## config.mk

```make
export PLATFORM = sky130hd
export DESIGN_NAME = accumulator_bank
export DESIGN_NICKNAME = d
export VERILOG_FILES = /design/src/hdl/accel_cfg_pkg.sv /design/src/hdl/accumulator_bank.sv
export SDC_FILE = /design/constraint.sdc
export NUM_CORES = 1
export LEC_CHECK = 0
export ABC_AREA = 0
export BUFFER_PORTS_ARGS = -buffer_cell sky130_fd_sc_hd__buf_2
export CORE_UTILIZATION = 44
export CTS_BUF_LIST = sky130_fd_sc_hd__clkbuf_2 sky130_fd_sc_hd__clkbuf_4 sky130_fd_sc_hd__clkbuf_8
export CTS_CLUSTER_SIZE = 10
export DETAILED_ROUTE_END_ITERATION = 8
export HOLD_SLACK_MARGIN = 0.03
export PLACE_DENSITY = 0.72
export SLEW_MARGIN = 20
export SYNTH_ARGS = -nofsm -noshare
export SYNTH_HDL_FRONTEND = slang
export SYNTH_SLANG_ARGS = --single-unit
```

## constraint.sdc

```tcl
create_clock -name clock -period 4.3 [get_ports clock]
set_input_delay 0.215 -clock clock [delete_from_list [all_inputs] [get_ports clock]]
set_output_delay 0.215 -clock clock [all_outputs]
set_load 0.05 [all_outputs]
```

## src/hdl/accel_cfg_pkg.sv

```systemverilog
// Data path and thread geometry shared by both accelerators.
// MUL_STAGES must stay below THREAD_COUNT so that a thread's product is
// written back before that thread's next slot.

package accel_cfg_pkg;

    // ------------------------------------------------------------------
    // Sizes

    localparam int WORD_WIDTH   = 36;
    localparam int THREAD_COUNT = 8;
    localparam int THREAD_WIDTH = $clog2(THREAD_COUNT);

    // Operand read, multiply, result write-back
    localparam int MUL_STAGES   = 3;

    // ------------------------------------------------------------------
    // Vector types

    typedef logic [WORD_WIDTH-1:0]   word_t;
    typedef logic [2*WORD_WIDTH-1:0] product_t;
    typedef logic [THREAD_WIDTH-1:0] thread_t;

endpackage
```

## src/hdl/accumulator_bank.sv

```systemverilog
// One running total per thread, wrapping modulo 2^WORD_WIDTH.
// A read clears the total after it has been shown in that slot.
`timescale 1ns/1ps

module accumulator_bank (
    input  logic                   clock,
    input  logic                   rst,
    input  accel_cfg_pkg::thread_t thread,
    input  accel_cfg_pkg::word_t   addend,
    input  logic                   write_addend,
    input  logic                   read_total,
    output accel_cfg_pkg::word_t   total
);

    import accel_cfg_pkg::*;

    word_t totals [THREAD_COUNT];

    // Current thread sees its own total without delay
    assign total = totals[thread];

    always_ff @(posedge clock) begin
        if (rst) begin
            for (int i = 0; i < THREAD_COUNT; i++) begin
                totals[i] <= '0;
            end
        end else begin
            case ({read_total, write_addend})
                2'b11: begin
                    // Clear and add in the same slot
                    totals[thread] <= addend;
                end
                2'b10: begin
                    totals[thread] <= '0;
                end
                2'b01: begin
                    totals[thread] <= totals[thread] + addend;
                end
                default: begin
                    totals[thread] <= totals[thread];
                end
            endcase
        end
    end

endmodule

```

==> impl_metrics.tcl <==
set metrics [dict create \
    wl_um 51110 \
    port_buffers 78 \
    max-vdd-ir-drop_uv 177.9 \
    path_clk_slew_ns 0.07 \
    crit_type "reg2reg" \
    finalSetupTns_ns 0 \
    n_antenna_cell 0 \
    worstPathCellList "mux2_2 -> a221oi_1 -> o22ai_2 -> ha_1 -> nand4_1 -> nor4_1 -> o311ai_1 -> buf_4 -> nand3_1 -> a31oi_1 -> mux2_1 -> or3_1 -> nor2_1" \
    cp.required_ns 4.70 \
    yosysSeqAreaShare_pct 55.19 \
    crit_fanout 8 \
    cts-root-buf "clkbuf_8" \
    tightest_slew_ns 1.138 \
    synth_mux_area_share_pct 7.730 \
    ant_nets 0 \
    die_area_sq_um 36370 \
    post_cts_buffers 0 \
    regMostFlops "totals" \
    fmax_mhz 245.2 \
    cts-resized-gates 0 \
    finalHoldViolations 0 \
    pin_count 79 \
    pwr-share-comb_pct 23.8 \
    dp_slack_ns -0.09113 \
    switchingPower_uw 2107 \
    ys_warn_count 0 \
    yosysMostFrequentCell "nor2_1" \
    synthAdderAreaFrac_pct 2.923 \
    clockBufferDepth 3 \
    drv_slew 0 \
    gp_congestion 0.9248 \
    synthSimpleGateAreaFrac_pct 14.33 \
    hold_path.class "in2reg" \
    wl_per_cell_um 24.37 \
    vias_per_cell 6.161 \
    setup_viol 0 \
    nets 1692 \
    grt_use_total_pct 28.13 \
    fin_crit_sh_pct 94.83 \
    cap_violations 0 \
    path_buf_inv 1 \
    synthTopCellsByCount "303 x nor2_1, 288 x edfxtp_1, 82 x a21oi_1, 70 x nand2_1, 61 x clkbuf_1" \
    die_w_um 190.7 \
    p_int_uw 5054 \
    max_slew_margin_pct 24.13 \
    synth_top_area_cell "edfxtp_1" \
    skew_ns 0.02525 \
    syn_area_per_cell_sq_um 10.96 \
    syn_to_final_growth_pct 18.56 \
    netlist_area_sq_um 15670 \
    reg.largest.list "totals x288" \
    cp-end-kind "register" \
    yosysUniqueCellTypes 74 \
    rsz0062_at_grt "false" \
    synth_ff_type "edfxtp_1" \
    first_pass_iters 6 \
    dpl_cell_area_sq_um 17750 \
    synth_edf_count 288 \
    synth-async-reset-ratio_pct 0 \
    dpl.hpwl_um 33770 \
    crit_arrival_ns 4.48 \
    drt-initial-drc-count 1522 \
    vias 12920 \
    fin_crit_ns 4.078 \
    rows 68 \
    cts_tree "done" \
    slowest_stage "or3_1" \
    hold_buffers 0 \
    p_per_area_nw_per_um2 385.5 \
    antenna_found_initial 0 \
    start_util_pct 45.03 \
    fp.coreArea_sq_um 34800 \
    sw_frac_of_total_pct 29.42 \
    ys_ff_latch 288 \
    layout_setup_ws_ns 0.2223 \
    status "finished clean" \
    synth_top_family_by_area "compound AO/OA/AOI/OAI gates" \
    yosysTopAreaCellShare_pct 55.19 \
    overflow 0 \
    n_fill_cell 2977 \
    crit_family "simple AND/OR/NAND/NOR gates" \
    seq_power_share_pct 45.8 \
    synth_compound_area_share_pct 15.53 \
    cts_sinks 288 \
    largest_register_ffs 288 \
    syn_inst 1429 \
    slowest_delay_ns 0.53 \
    synth_nets 1508 \
    fin_area_sq_um 18580 \
    grt_max_degree 46 \
    grt_pass1_vias 12510 \
    grt_pass1_wl_um 75590 \
    die_y_um 190.7 \
    leakage_uw 0.007352 \
    clkPwrFrac_pct 30.4 \
    drive_above_1_share_pct 24.67 \
    clk_latency_ns 0.56 \
    synth_area_leaders "edfxtp_1 55%, nor2_1 7.3%, mux2i_1 3.7%, mux2_2 3.7%, ha_1 2.8%" \
    setup.worst_path.start_class "register" \
    cts_max_level 2 \
    numCtsBuffers 40 \
    route.detailed.drc 0 \
    synthXorXnorAreaFrac_pct 1.118 \
]
[kinds of logic (layout without fill, tap and decap cells)]
group	after synthesis	in the layout
XOR/XNOR	20	20
AO/OA/AOI/OAI	344	344
multiplexers	112	112
adder cells (fa/ha/maj)	36	36
AND/OR/NAND/NOR	513	513
buffers and inverters	116	329
flip-flops	288	288
[metrics by stage]
step	total power, uW	hold WS (ns)	util (%)	cells
after floorplan	4333	0.4699	-	1429
after global placement	4985	0.7210	51.01	2026
after detailed placement	5006	0.7278	51.01	2026
after CTS	7145	0.1387	53.34	2097
after global routing	7386	0.1690	53.38	2097
final	7161	0.1736	53.38	2097
[final cells by class]
class	instances	area (sq um)	area share (%)
Timing Repair Buffer	245	1824	9.820
Clock inverter	16	141.4	0.7611
Inverter	13	48.80	0.2627
Tap cell	455	569.3	3.065
Clock buffer	55	669.4	3.603
Sequential cell	288	8648	46.55
Multi-Input combinational cell	1025	6675	35.93
[layout by cell type, fill, tap and decap left out, drive strengths merged, types with 12 or more instances in the layout]
| cell type | synthesis | final |
|---|---|---|
| buf | 42 | 245 |
| xnor2 | 13 | 13 |
| clkinv | 0 | 13 |
| nor3b | 12 | 12 |
| nor3 | 26 | 26 |
| edfxtp | 288 | 288 |
| a22oi | 48 | 48 |
| nand3 | 19 | 19 |
| clkbuf | 61 | 55 |
| nor2 | 303 | 303 |
| and2 | 17 | 17 |
| and3 | 13 | 13 |
| mux2 | 52 | 52 |
| nand2 | 70 | 70 |
| o21ai | 39 | 39 |
| o221ai | 14 | 14 |
| ha | 35 | 35 |
| inv | 13 | 13 |
| a221oi | 21 | 21 |
| a21oi | 86 | 86 |
| a21o | 27 | 27 |
| a22o | 20 | 20 |
| mux2i | 58 | 58 |
[worst reg2reg max path, stage by stage, from the launching register on]
cell      delay [ns]
edfxtp_1        0.36
mux2_2          0.28
a221oi_1        0.36
o22ai_2         0.20
ha_1            0.41
nand4_1         0.14
nor4_1          0.49
o311ai_1        0.19
buf_4           0.18
nand3_1         0.13
a31oi_1         0.14
mux2_1          0.33
or3_1           0.53
nor2_1          0.17
[per-layer routing]
metal / routed length, um / track usage [%] / vias up
li1: - / - / 5748
met1: 20100 / 37.40 / 6295
met2: 24020 / 46.18 / 781
met3: 5521 / 4.895 / 96
met4: 1460 / 9.908 / 0
met5: 0 / 0 / -
[power groups by stage]
stage          Combinational [uW]  Sequential, uW  Clock, uW
2_1_floorplan                1010            3330          0
3_3_place_gp                 1650            3330          0
3_5_place_dp                 1670            3340          0
4_1_cts                      1670            3280       2190
5_1_grt                      1800            3290       2290
6_report                     1700            3280       2180
[worst paths after layout]
| kind | startpoint | end | slack [ns] | depth (start not counted) |
|---|---|---|---|---|
| min | addend[14] | totals[6][14] | 0.17 | 4 |
| max | totals[5][12] | totals[5][35] | 0.22 | 13 |
| min reg2reg | totals[2][8] | totals[5][8] | 1.18 | 7 |
| max reg2reg | totals[5][12] | totals[5][35] | 0.22 | 13 |
Power figures use the tool's default switching activity.
